`src/verilog/patch_front_end_defines.svh`:
```
`ifndef PATCH_FRONT_END_DEFINES_SVH
`define PATCH_FRONT_END_DEFINES_SVH

// link and DRAM widths
`define XB_WIDTH         32
`define APP_DATA_WIDTH   64
`define ADDR_WIDTH       27

// coefficient storage, one BL8 burst per four messages
`define ADDR_INC         8
`define START_ADDR       0
`define WORDS_PER_BURST  4

// pixel position and value
`define FP_SIZE          20
`define COL_BITS         11
`define ROW_BITS         12
`define FRAME_BITS       20

`define FIFO_AW          4

// message tags in bits 1:0
`define DS_TAG           2'b00
`define COEFF_END_TAG    2'b01

// patch row sits in bits 7:4 of a coefficient word
`define COEFF_ROW_LSB    4

`endif

```
`src/verilog/xb_msg_pkg.sv`:
```
`default_nettype none

`include "patch_front_end_defines.svh"

package xb_msg_pkg;

  // pixel message layout, lsb first: tag, lval, fval, reserved, pixel
  typedef struct packed {
    logic [`FP_SIZE-1:0] pix;
    logic [7:0]          rsvd;
    logic                fval;
    logic                lval;
    logic [1:0]          tag;
  } xb_pix_view_t;

  // the router decides which view applies to a given word
  typedef union packed {
    logic [`XB_WIDTH-1:0] raw;
    xb_pix_view_t         pix;
  } xb_msg_u;

  // two pixels per beat, pix1 came first on the link
  typedef struct packed {
    logic                   valid;
    logic                   fval;
    logic                   lval;
    logic [`ROW_BITS-1:0]   row;
    logic [`COL_BITS-1:0]   col;
    logic [`FRAME_BITS-1:0] frame;
    logic [`FP_SIZE-1:0]    pix0;
    logic [`FP_SIZE-1:0]    pix1;
  } pixel_beat_t;

  typedef enum logic [1:0] {
    STANDBY,
    INTRALINE,
    INTERLINE,
    INTERFRAME
  } pix_state_e;

endpackage

`default_nettype wire

```
`src/verilog/dram_pkg.sv`:
```
`default_nettype none

`include "patch_front_end_defines.svh"

package dram_pkg;

  typedef enum logic [2:0] {
    ERROR,
    MSG_WAIT,
    WR_WAIT,
    WR1,
    WR2,
    READING,
    THROTTLED,
    INTERFRAME
  } dram_state_e;

  // command side of the memory controller app port
  typedef struct packed {
    logic                   en;
    logic                   read;
    logic [`ADDR_WIDTH-1:0] addr;
  } app_req_t;

  // one coefficient word returned from DRAM, tagged with its patch row
  typedef struct packed {
    logic                       valid;
    logic [3:0]                 row;
    logic [`APP_DATA_WIDTH-1:0] data;
  } coeff_rec_t;

endpackage

`default_nettype wire

```
`src/verilog/msg_fifo.sv`:
```
`timescale 1ns/1ps
`default_nettype none

`include "patch_front_end_defines.svh"

module msg_fifo #(
  parameter int WIDTH = `XB_WIDTH
) (
  input  wire              CLK,
  input  wire              fds_val,
  input  wire              wren,
  input  wire [WIDTH-1:0]  din,
  input  wire              rden,
  output logic [WIDTH-1:0] dout,
  output logic             full,
  output logic             empty
);

  localparam int DEPTH = 2 ** `FIFO_AW;

  logic [WIDTH-1:0]    mem [DEPTH];
  logic [`FIFO_AW-1:0] wr_ptr;
  logic [`FIFO_AW-1:0] rd_ptr;
  logic [`FIFO_AW:0]   count;
  logic                wr_ok;
  logic                rd_ok;

  assign full  = count == DEPTH;
  assign empty = count == '0;
  // show-ahead, head word is always presented
  assign dout  = mem[rd_ptr];

  assign wr_ok = wren && !full;
  assign rd_ok = rden && !empty;

  always_ff @(posedge CLK) begin
    if (wr_ok) begin
      mem[wr_ptr] <= din;
    end
  end

  always_ff @(posedge CLK or posedge fds_val) begin
    if (fds_val) begin
      wr_ptr <= '0;
      rd_ptr <= '0;
      count  <= '0;
    end else begin
      if (wr_ok) wr_ptr <= wr_ptr + 1'b1;
      if (rd_ok) rd_ptr <= rd_ptr + 1'b1;
      count <= count + wr_ok - rd_ok;
    end
  end

  // producer and consumer must honour full and empty
  a_no_overflow_underflow: assert property (
    @(posedge CLK) disable iff (fds_val) !(wren && full) && !(rden && empty));

endmodule

`default_nettype wire

```
`src/verilog/msg_router.sv`:
```
`timescale 1ns/1ps
`default_nettype none

`include "patch_front_end_defines.svh"

module msg_router (
  input  wire                      CLK,
  input  wire                      fds_val,
  input  wire                      pc_msg_pending,
  input  wire xb_msg_pkg::xb_msg_u pc_msg,
  output logic                     pc_msg_ack,
  input  wire                      pix_rden,
  output xb_msg_pkg::xb_msg_u      pix_msg,
  output logic                     pix_empty,
  input  wire                      dram_rden,
  output xb_msg_pkg::xb_msg_u      dram_msg,
  output logic                     dram_empty
);

  import xb_msg_pkg::*;

  // pixel queue keeps only pixel value and the two flags
  localparam int PIX_W = `FP_SIZE + 2;

  logic [$clog2(`WORDS_PER_BURST)-1:0] word_cnt;
  logic                                is_pix;
  xb_msg_u                             msg_q;
  logic                                pix_wren;
  logic                                dram_wren;
  logic                                pix_full;
  logic                                dram_full;
  logic [PIX_W-1:0]                    pix_dout;

  assign pc_msg_ack = pc_msg_pending && !pix_full && !dram_full;

  // a DS tag counts only on a burst boundary
  assign is_pix = pc_msg.pix.tag == `DS_TAG && word_cnt == '0;

  always_ff @(posedge CLK) begin
    if (pc_msg_ack) msg_q <= pc_msg;
  end

  always_ff @(posedge CLK or posedge fds_val) begin
    if (fds_val) begin
      word_cnt  <= '0;
      pix_wren  <= 1'b0;
      dram_wren <= 1'b0;
    end else begin
      pix_wren  <= pc_msg_ack && is_pix;
      dram_wren <= pc_msg_ack && !is_pix;
      if (pc_msg_ack && !is_pix) begin
        if (word_cnt == $clog2(`WORDS_PER_BURST)'(`WORDS_PER_BURST - 1)) word_cnt <= '0;
        else word_cnt <= word_cnt + 1'b1;
      end
    end
  end

  msg_fifo #(.WIDTH(PIX_W)) pix_fifo (
    .CLK   (CLK),
    .fds_val(fds_val),
    .wren  (pix_wren),
    .din   ({msg_q.pix.pix, msg_q.pix.fval, msg_q.pix.lval}),
    .rden  (pix_rden),
    .dout  (pix_dout),
    .full  (pix_full),
    .empty (pix_empty)
  );

  msg_fifo #(.WIDTH(`XB_WIDTH)) dram_fifo (
    .CLK   (CLK),
    .fds_val(fds_val),
    .wren  (dram_wren),
    .din   (msg_q.raw),
    .rden  (dram_rden),
    .dout  (dram_msg.raw),
    .full  (dram_full),
    .empty (dram_empty)
  );

  // rebuild the pixel view from the narrow queue word
  always_comb begin
    pix_msg          = '0;
    pix_msg.pix.pix  = pix_dout[PIX_W-1:2];
    pix_msg.pix.fval = pix_dout[1];
    pix_msg.pix.lval = pix_dout[0];
    pix_msg.pix.tag  = `DS_TAG;
  end

endmodule

`default_nettype wire

```
`src/verilog/pixel_tracker.sv`:
```
`timescale 1ns/1ps
`default_nettype none

`include "patch_front_end_defines.svh"

module pixel_tracker (
  input  wire                      CLK,
  input  wire                      fds_val,
  input  wire xb_msg_pkg::xb_msg_u pix_msg,
  input  wire                      pix_empty,
  output logic                     pix_rden,
  output xb_msg_pkg::pixel_beat_t  beat,
  output logic                     frame_gap
);

  import xb_msg_pkg::*;

  pix_state_e             state;
  logic                   second;
  logic                   pair_done;
  logic                   first_fval;
  logic                   first_lval;
  logic [`FP_SIZE-1:0]    first_pix;
  logic [`ROW_BITS-1:0]   row;
  logic [`COL_BITS-1:0]   col;
  logic [`FRAME_BITS-1:0] frame;

  // the pixel stream never stalls
  assign pix_rden  = !pix_empty;
  assign frame_gap = !pix_msg.pix.fval;
  assign pair_done = pix_rden && second;

  // first half of a pair
  always_ff @(posedge CLK) begin
    if (pix_rden && !second) begin
      first_fval <= pix_msg.pix.fval;
      first_lval <= pix_msg.pix.lval;
      first_pix  <= pix_msg.pix.pix;
    end
  end

  always_ff @(posedge CLK or posedge fds_val) begin
    if (fds_val) begin
      second <= 1'b0;
      beat   <= '0;
      state  <= STANDBY;
      row    <= '0;
      col    <= '0;
      frame  <= '0;
    end else begin
      beat.valid <= 1'b0;
      if (pix_rden) second <= !second;
      if (pair_done) begin
        // beat reports the position before this update
        beat <= '{valid: 1'b1, fval: first_fval, lval: first_lval,
                  row: row, col: col, frame: frame,
                  pix0: pix_msg.pix.pix, pix1: first_pix};
        case (state)
          STANDBY: begin
            if (!first_fval) begin
              row   <= '0;
              col   <= '0;
              frame <= '0;
              state <= INTERFRAME;
            end
          end
          INTERFRAME: begin
            if (first_lval) begin
              row   <= '0;
              col   <= '0;
              state <= INTRALINE;
            end
          end
          INTRALINE: begin
            if (first_lval) begin
              col <= col + `COL_BITS'(2);
            end else if (first_fval) begin
              row   <= row + 1'b1;
              state <= INTERLINE;
            end else begin
              frame <= frame + 1'b1;
              state <= INTERFRAME;
            end
          end
          INTERLINE: begin
            if (first_lval) begin
              col   <= '0;
              state <= INTRALINE;
            end
          end
          default: state <= STANDBY;
        endcase
      end
    end
  end

endmodule

`default_nettype wire

```
`src/verilog/dram_coeff_ifc.sv`:
```
`timescale 1ns/1ps
`default_nettype none

`include "patch_front_end_defines.svh"

module dram_coeff_ifc (
  input  wire                             CLK,
  input  wire                             fds_val,
  input  wire xb_msg_pkg::xb_msg_u        dram_msg,
  input  wire                             dram_empty,
  output logic                            dram_rden,
  input  wire                             frame_gap,
  input  wire                             pix_empty,
  input  wire                             app_rdy,
  output dram_pkg::app_req_t              app_req,
  input  wire                             app_wdf_rdy,
  output logic                            app_wdf_wren,
  output logic                            app_wdf_end,
  output logic [`APP_DATA_WIDTH-1:0]      app_wdf_data,
  input  wire                             app_rd_data_valid,
  input  wire [`APP_DATA_WIDTH-1:0]       app_rd_data,
  input  wire                             coeff_high,
  output dram_pkg::coeff_rec_t            coeff_out,
  output logic                            error
);

  import dram_pkg::*;

  localparam int IDX_W = $clog2(`WORDS_PER_BURST);

  dram_state_e                  state;
  logic [2*`APP_DATA_WIDTH-1:0] wr_buf;
  logic [IDX_W-1:0]             wr_idx;
  logic [`ADDR_WIDTH-1:0]       end_addr;
  logic                         beat1_go;
  logic                         beat2_go;

  assign dram_rden = state == MSG_WAIT && !dram_empty;
  assign beat1_go  = state == WR_WAIT && app_rdy && app_wdf_rdy;
  assign beat2_go  = state == WR1 && app_wdf_rdy;
  assign error     = state == ERROR;

  // burst assembly and write data, lowest word first
  always_ff @(posedge CLK) begin
    if (dram_rden) wr_buf[wr_idx*`XB_WIDTH +: `XB_WIDTH] <= dram_msg.raw;
    if (beat1_go) app_wdf_data <= wr_buf[0 +: `APP_DATA_WIDTH];
    else if (beat2_go) app_wdf_data <= wr_buf[`APP_DATA_WIDTH +: `APP_DATA_WIDTH];
  end

  always_ff @(posedge CLK or posedge fds_val) begin
    if (fds_val) begin
      state        <= MSG_WAIT;
      wr_idx       <= '0;
      end_addr     <= `ADDR_WIDTH'(`START_ADDR);
      app_req.en   <= 1'b0;
      app_req.read <= 1'b0;
      app_req.addr <= `ADDR_WIDTH'(`START_ADDR);
      app_wdf_wren <= 1'b0;
      app_wdf_end  <= 1'b1;
    end else begin
      case (state)
        MSG_WAIT: begin
          if (dram_rden) begin
            wr_idx <= wr_idx + 1'b1;
            if (wr_idx == IDX_W'(`WORDS_PER_BURST - 1)) begin
              app_req.en <= 1'b1;
              state      <= WR_WAIT;
            end
          end
        end
        WR_WAIT: begin
          if (beat1_go) begin
            // command accepted, point at the next burst
            app_req.addr <= app_req.addr + `ADDR_WIDTH'(`ADDR_INC);
            app_req.en   <= 1'b0;
            app_wdf_wren <= 1'b1;
            app_wdf_end  <= 1'b0;
            state        <= WR1;
          end
        end
        WR1: begin
          if (beat2_go) begin
            app_wdf_end <= 1'b1;
            state       <= WR2;
          end
        end
        WR2: begin
          app_wdf_wren <= 1'b0;
          if (!app_wdf_rdy) begin
            state <= ERROR;
          end else if (app_wdf_data[1:0] == `COEFF_END_TAG) begin
            // word 2 marks the end of the coefficients
            end_addr     <= app_req.addr - `ADDR_WIDTH'(`ADDR_INC);
            app_req.addr <= `ADDR_WIDTH'(`START_ADDR);
            app_req.read <= 1'b1;
            app_req.en   <= 1'b1;
            state        <= READING;
          end else begin
            state <= MSG_WAIT;
          end
        end
        READING: begin
          if (app_rdy && app_req.addr == end_addr) begin
            app_req.en <= 1'b0;
            state      <= INTERFRAME;
          end else begin
            if (app_rdy) app_req.addr <= app_req.addr + `ADDR_WIDTH'(`ADDR_INC);
            if (coeff_high) begin
              app_req.en <= 1'b0;
              state      <= THROTTLED;
            end
          end
        end
        THROTTLED: begin
          if (!coeff_high) begin
            app_req.en <= 1'b1;
            state      <= READING;
          end
        end
        INTERFRAME: begin
          // next pass once the camera sits between frames
          if (frame_gap && !pix_empty) begin
            app_req.addr <= `ADDR_WIDTH'(`START_ADDR);
            app_req.en   <= 1'b1;
            state        <= READING;
          end
        end
        default: begin
        end
      endcase
    end
  end

  // readback forwarding, one cycle behind the controller
  always_ff @(posedge CLK or posedge fds_val) begin
    if (fds_val) begin
      coeff_out <= '0;
    end else begin
      coeff_out.valid <= app_rd_data_valid;
      coeff_out.row   <= app_rd_data[`COEFF_ROW_LSB +: 4];
      coeff_out.data  <= app_rd_data;
    end
  end

  a_end_only_after_first_beat: assert property (
    @(posedge CLK) disable iff (fds_val) !app_wdf_end |-> app_wdf_wren && state == WR1);

  a_read_within_coeffs: assert property (
    @(posedge CLK) disable iff (fds_val) state == READING |-> app_req.addr <= end_addr);

endmodule

`default_nettype wire

```
`src/verilog/patch_front_end.sv`:
```
`timescale 1ns/1ps
`default_nettype none

`include "patch_front_end_defines.svh"

module patch_front_end (
  input  wire                        CLK,
  input  wire                        fds_val,
  input  wire                        pc_msg_pending,
  input  wire xb_msg_pkg::xb_msg_u   pc_msg,
  output logic                       pc_msg_ack,
  input  wire                        app_rdy,
  output dram_pkg::app_req_t         app_req,
  input  wire                        app_wdf_rdy,
  output logic                       app_wdf_wren,
  output logic                       app_wdf_end,
  output logic [`APP_DATA_WIDTH-1:0] app_wdf_data,
  input  wire                        app_rd_data_valid,
  input  wire [`APP_DATA_WIDTH-1:0]  app_rd_data,
  input  wire                        coeff_high,
  output xb_msg_pkg::pixel_beat_t    pixel_beat,
  output dram_pkg::coeff_rec_t       coeff_out,
  output logic                       error
);

  import xb_msg_pkg::*;

  xb_msg_u pix_msg;
  xb_msg_u dram_msg;
  logic    pix_rden;
  logic    pix_empty;
  logic    dram_rden;
  logic    dram_empty;
  logic    frame_gap;

  msg_router u_router (
    .CLK            (CLK),
    .fds_val        (fds_val),
    .pc_msg_pending (pc_msg_pending),
    .pc_msg         (pc_msg),
    .pc_msg_ack     (pc_msg_ack),
    .pix_rden       (pix_rden),
    .pix_msg        (pix_msg),
    .pix_empty      (pix_empty),
    .dram_rden      (dram_rden),
    .dram_msg       (dram_msg),
    .dram_empty     (dram_empty)
  );

  pixel_tracker u_tracker (
    .CLK       (CLK),
    .fds_val   (fds_val),
    .pix_msg   (pix_msg),
    .pix_empty (pix_empty),
    .pix_rden  (pix_rden),
    .beat      (pixel_beat),
    .frame_gap (frame_gap)
  );

  // frame_gap and pix_empty pace the per-frame readback
  dram_coeff_ifc u_dram_ifc (
    .CLK               (CLK),
    .fds_val           (fds_val),
    .dram_msg          (dram_msg),
    .dram_empty        (dram_empty),
    .dram_rden         (dram_rden),
    .frame_gap         (frame_gap),
    .pix_empty         (pix_empty),
    .app_rdy           (app_rdy),
    .app_req           (app_req),
    .app_wdf_rdy       (app_wdf_rdy),
    .app_wdf_wren      (app_wdf_wren),
    .app_wdf_end       (app_wdf_end),
    .app_wdf_data      (app_wdf_data),
    .app_rd_data_valid (app_rd_data_valid),
    .app_rd_data       (app_rd_data),
    .coeff_high        (coeff_high),
    .coeff_out         (coeff_out),
    .error             (error)
  );

endmodule

`default_nettype wire

```
`config.mk`:
```
export PLATFORM = sky130hd
export DESIGN_NAME = patch_front_end
export DESIGN_NICKNAME = d
export VERILOG_FILES = /design/src/verilog/xb_msg_pkg.sv /design/src/verilog/dram_pkg.sv /design/src/verilog/msg_fifo.sv /design/src/verilog/msg_router.sv /design/src/verilog/pixel_tracker.sv /design/src/verilog/dram_coeff_ifc.sv /design/src/verilog/patch_front_end.sv
export VERILOG_INCLUDE_DIRS = /design/src /design/src/verilog
export SDC_FILE = /design/constraint.sdc
export NUM_CORES = 2
export LEC_CHECK = 0
export BUFFER_PORTS_ARGS = -buffer_cell sky130_fd_sc_hd__buf_2
export CORE_MARGIN = 3
export CORE_UTILIZATION = 30
export CTS_CLUSTER_DIAMETER = 30
export DETAILED_ROUTE_END_ITERATION = 8
export GPL_TIMING_DRIVEN = 0
export REMOVE_ABC_BUFFERS = 1
export SYNTH_ARGS = -nofsm -noshare
export SYNTH_HDL_FRONTEND = slang
export SYNTH_SLANG_ARGS = --single-unit
```
`constraint.sdc`:
```
create_clock -name CLK -period 10.45 [get_ports CLK]
set_input_delay 2.09 -clock CLK [delete_from_list [all_inputs] [get_ports CLK]]
set_output_delay 2.09 -clock CLK [all_outputs]
set_load 0.02 [all_outputs]
```
# [Word level (Yosys, flattened, before mapping)]
# Memories as Yosys holds them, arrays and structs flattened.
# Index checks and enable logic that the tools add are counted.
[totals] regBits=540 mem_bits_rw=864 inputBits=103 out_inout_bits=252 word_cells=199 mem_count=2
[classes] addsub=16 eq_ne=34 shift=2 n_mux=57 reduce_logical=49
[mem_list] name="u_router.dram_fifo.mem" words=16 word_bits=32 read_ports=1 rd_ports_with_merged_regs=0 wr=1 line_no="msg_fifo.sv:21" source="logic [WIDTH-1:0] mem [DEPTH];"
[mem_list] name="u_router.pix_fifo.mem" words=16 word_bits=22 read_ports=1 rd_ports_with_merged_regs=0 wr=1 line_no="msg_fifo.sv:21"
[ops] op="128-bit bitwise mux" n=1
[ops] op="64-bit two-way mux" n=2
[ops] op="32-bit by 34-bit variable shift with 128-bit output (first input constant)" n=1
[ops] op="32-bit by 34-bit variable part select with 128-bit output" n=1
[ops] op="27-bit two-way mux" n=4
[ops] op="27-bit one-hot mux with 4 select lines" n=1
[ops] op="86-bit two-way mux" n=1
[ops] op="20-bit two-way mux" n=3
[ops] op="29-bit two-way mux" n=2
[ops] op="12-bit two-way mux" n=4
[ops] op="20-bit one-hot mux with 2 select lines" n=1
[ops] op="12-bit one-hot mux with 3 select lines" n=1
[ops] op="7-bit negator with 34-bit output" n=1
[ops] op="11-bit two-way mux" n=3
[ops] op="11-bit one-hot mux with 3 select lines" n=1
[ops] op="3-bit two-way mux" n=10
[ops] op="27-bit by 4-bit adder with 27-bit output (second input constant)" n=1
[ops] op="27-bit == test" n=1
[ops] op="27-bit by 4-bit subtractor with 27-bit output (second input constant)" n=1
[ops] op="3-bit one-hot mux with 7 select lines" n=1
[ops] op="20-bit by 1-bit adder with 20-bit output (second input constant)" n=1
[ops] op="2-bit != test (second input constant)" n=9
[ops] op="4-bit by 1-bit adder with 4-bit output (second input constant)" n=4
[ops] op="1-bit logical AND" n=16
[ops] op="other kinds (36)" n=87

# [Depth between registers and ports, before layout]
[logic_depth] depth_word=5 ltp_mapped=16 depth_no_buf=15

# [Hierarchy]
# Synthesis repeated with hierarchy kept, for this count alone.
[unflattened] cells_unflattened=3378 area_unflattened_um2=55296.8
[modules_own_cells] mod="msg_fifo (u_router.dram_fifo)" n_inst=1 cells_per_inst=1007 area_per_inst_um2=20434.6 seq_area_each_um2=15700.1
[modules_own_cells] mod="msg_fifo (u_router.pix_fifo)" n_inst=1 cells_per_inst=720 area_per_inst_um2=14468.9 seq_area_each_um2=10895.4
[modules_own_cells] mod="dram_coeff_ifc" n_inst=1 cells_per_inst=943 area_per_inst_um2=12848.6 seq_area_each_um2=8821.0
[modules_own_cells] mod="pixel_tracker" n_inst=1 cells_per_inst=649 area_per_inst_um2=6286.0 seq_area_each_um2=3913.8
[modules_own_cells] mod="msg_router" n_inst=1 cells_per_inst=59 area_per_inst_um2=1258.7 seq_area_each_um2=1061.0

# [Worst setup path after synthesis]
# OpenSTA, ideal clock, no wires.
[synth_path] path_type="in2out" from="input port pc_msg_pending" to="output port pc_msg_ack" t_arrival_ns=3.090 t_required_ns=8.360 path_slack_ns=5.270 cell_stages=1 path_buffers=0 path_cell_list="and3_1"
[synth_via] elab_chain_len=2
[synth_lines] item="start: declaration" line_no="patch_front_end.sv:9" source="input wire pc_msg_pending,"
[synth_lines] item="1-bit logical AND (2 in a row)" line_no="msg_router.sv:34" source="assign pc_msg_ack = pc_msg_pending && !pix_full && !dram_full;"
[synth_lines] item="end: declaration" line_no="patch_front_end.sv:11" source="output logic pc_msg_ack,"
# No other way between the ends.

# [Final worst setup path]
# Same ends and word-level chain as after synthesis.

==> qor.yml <==
floorplan:
  io_pins: 355
  die-height_um: 430
  rows: 155
  core_mm2: 0.179
  start_util_pct: 30.2
  die_area_mm2: 0.185
  die_w_um: 430
finish:
  syn_to_final_growth_pct: 28.8
  drive_gt1_share_pct: 34.5
  fin_util_pct: 39.0
  fin_area_mm2: 0.0697
  nNetsFinal: 3711
  n_fill_cell: 16000
power_and_ir_drop:
  p_seq_share_pct: 35.4
  p_int_w: 0.0153
  max-vdd-ir-drop_mv: 0.141
  sw_frac_of_total_pct: 28.9
  pwr-share-comb_pct: 21.6
  clock_power_share_pct: 43.0
  p_per_area_mw_per_mm2: 309
  p_leak_nw: 25.5
  netSwitchingPower_w: 0.00620
  finalPower_w: 0.0215
logic_synthesis:
  yosysWarnings: 0
  synth_area_leaders: "edfxtp_1 (62%), dfrtp_1 (13%), mux4_2 (11%)"
  synth_compound_area_share_pct: 1.92
  muxShareOfSynthArea_pct: 12.6
  synth_ff_type: "edfxtp_1"
  postSynthAreaPerCell_um2: 18.1
  synth_most_common_cell: "edfxtp_1"
  yosys.area.top_type_share_pct: 61.7
  synth_top_family_by_area: "multiplexers"
  synthAdderAreaFrac_pct: 0.884
  async_flop_share_pct: 20.3
  synth-seq-area-share_pct: 74.7
  synth.distinct_cells: 63
  yosys_register_bits: 1392
  netlist.top_cell.by_area: "edfxtp_1"
  synth.top_cells.by_count: "edfxtp_1 (1,110), nand2_1 (358), dfrtp_1 (280)"
  synthCells: 2989
  synthXorXnorAreaFrac_pct: 1.30
  syn_area_mm2: 0.0541
  synthSimpleGateAreaFrac_pct: 6.92
  synth-edff-count: 1110
sta:
  setup_viol: 0
  finalHoldViolations: 0
  fin_crit_sh_pct: 51.0
  fin_crit_ns: 5.33
  slew_violations: 0
  fmax_mhz: 187
  timing.setup.tns_ns: 0
  slew-limit-headroom_pct: 21.4
  rsz0062_at_grt: "false"
  whs_ns: 0.433
  finClkSkew_ns: 0.0581
  tightest_slew_ns: 1.18
worst_setup_path:
  path_delay_family: "buffers and inverters"
  crit_top_cell: "buf_2"
  cp_num_buf_inv: 3
  worstPathArrival_ns: 3.24
  cp_max_fo: 19
  crit_required_ns: 8.36
  slowest_stage: "and3_2"
  cp_cell_sequence: "buf_2 -> and3_2 -> buf_12 -> buf_2"
  path_class: "in -> out"
  start_kind: "primary input"
  endpoint_kind: "primary output"
  cpPeakStageDelay_ns: 0.55
cts:
  htreeDepth: 5
  cts_sinks: 1392
  clk_pin_slew_worst_paths_ns: 0.05
  worstSkewPairLatency_ns: 0.88
  cts_buffers: 297
  clockRootBuffer: "clkbuf_16"
  cts_setup_buffers: 0
  cts_hold_buf: 0
  cts_tree: "built"
  cts-resized-gates: 0
  clockBufferDepth: 4
global_routing:
  grt_overflow: 0
  grt_max_degree: 88
  grt_pass1_vias: 29800
  antenna_found_initial: 7
  grt_pass1_wl_mm: 200
  grt_usage_pct: 14.5
place:
  placed_area_mm2: 0.0597
  io_buffer_count: 350
  post-dp-hpwl_mm: 85.4
  place_congestion: 0.749
route:
  wl_per_cell_um: 22.1
  drc: 0
  vias: 28900
  drt-initial-drc-count: 2239
  viasPerCell: 4.70
  first_pass_iters: 5
  ant_nets: 0
  totalWireLength_mm: 136
worst_hold_path:
  hold_path_class: "reg -> reg"
outcome:
  status: "finished, final reports clean"
flow_run:
  cap_violations: 0
## placed cells by master, fill, tap and decap left out, drive strengths merged, types with 4 or more instances in the layout
master,n
and3,34
bufinv,41
mux2i,5
nand2,358
clkbuf,349
nand2b,5
mux4,267
nand4,28
o31ai,8
clkinvlp,26
dfrtp,280
mux2,68
o21ai,80
clkinv,83
a221o,20
nand3,29
nor3,26
inv,67
buf,443
xor2,34
conb,4
nor2,61
or3,15
nor2b,4
or4,6
xnor2,46
and2,157
ha,35
nor4,23
a21oi,20
nor3b,9
edfxtp,1110
## path summary, 6_finish.rpt
| kind | startpoint | end | slack (ns) | depth (start not counted) |
|---|---|---|---|---|
| max | pc_msg_pending | pc_msg_ack | 5.12 | 4 |
| min | u_tracker.first_pix[16] | u_tracker.beat[16] | 0.43 | 2 |
| max reg2reg | u_router.pix_fifo.count[2] | u_tracker.col[9] | 6.62 | 9 |
| min reg2reg | u_tracker.first_pix[16] | u_tracker.beat[16] | 0.43 | 2 |
| max in group asynchronous | fds_val | u_tracker.frame[8] | 8.04 | 4 |
| min in group asynchronous | fds_val | u_dram_ifc.coeff_out[1] | 1.26 | 2 |
## power by group through the flow
| stage | Clock [W] | Sequential (W) | Combinational [W] |
|---|---|---|---|
| after floorplan | 0 | 0.00792 | 0.00273 |
| after global placement | 0 | 0.00813 | 0.00442 |
| after detailed placement | 0 | 0.00771 | 0.00473 |
| after CTS | 0.00944 | 0.00762 | 0.00475 |
| after global routing | 0.00971 | 0.00769 | 0.00504 |
| final | 0.00926 | 0.00760 | 0.00464 |
## tightest hold or removal path: stages, from the launching register on
cell      delay (ns)
edfxtp_1        0.31
nand2_1         0.05
nand2_1         0.05
## cell type report
cell class | instances | area (um^2) | share of cell area, %
sequential | 1392 | 40400 | 58.0
multi-input combinational | 1388 | 13000 | 18.7
clock buffer | 349 | 7840 | 11.3
timing repair buffer | 443 | 3150 | 4.53
tap | 2355 | 2950 | 4.23
clock inverter | 168 | 2100 | 3.02
inverter | 49 | 196 | 0.282
antenna | 2 | 5.00 | 0.00719
## state kept, by name, indices dropped and copies added, names as in the netlist, 24 cells and up
register / flops
u_dram_ifc.wr_buf: 128
u_router.dram_fifo.mem: 512
u_router.pix_fifo.mem: 352
u_dram_ifc.coeff_out: 65
u_dram_ifc.app_req: 26
u_router.msg_q: 32
u_dram_ifc.end_addr: 24
u_tracker.beat: 85
u_dram_ifc.app_wdf_data: 64
## logic make-up (layout without fill, tap and decap cells)
kind of cell	Yosys count	after routing
other	1	6
multiplexers	340	340
XOR/XNOR	80	80
adder cells (fa/ha/maj)	37	37
AO/OA/AOI/OAI	161	161
AND/OR/NAND/NOR	766	766
buffers and inverters	212	1009
flip-flops	1392	1392
## metal layers
| metal | vias to the layer above | track usage, % | wire length (um) |
|---|---|---|---|
| li1 | 12800 | - | - |
| met1 | 14900 | 17.8 | 53900 |
| met2 | 918 | 24.4 | 68300 |
| met3 | 253 | 3.74 | 8400 |
| met4 | 0 | 6.14 | 5110 |
| met5 | - | 0 | 0 |
## stage by stage
stage | cells | worst slack (ns)
after global routing | 6144 | 5.06
after global placement | 5534 | -3.48
final | 6146 | 5.12
after detailed placement | 5627 | 5.08
after floorplan | 2829 | 0.584
after CTS | 6144 | 5.09
Power figures use the tool's default switching activity.
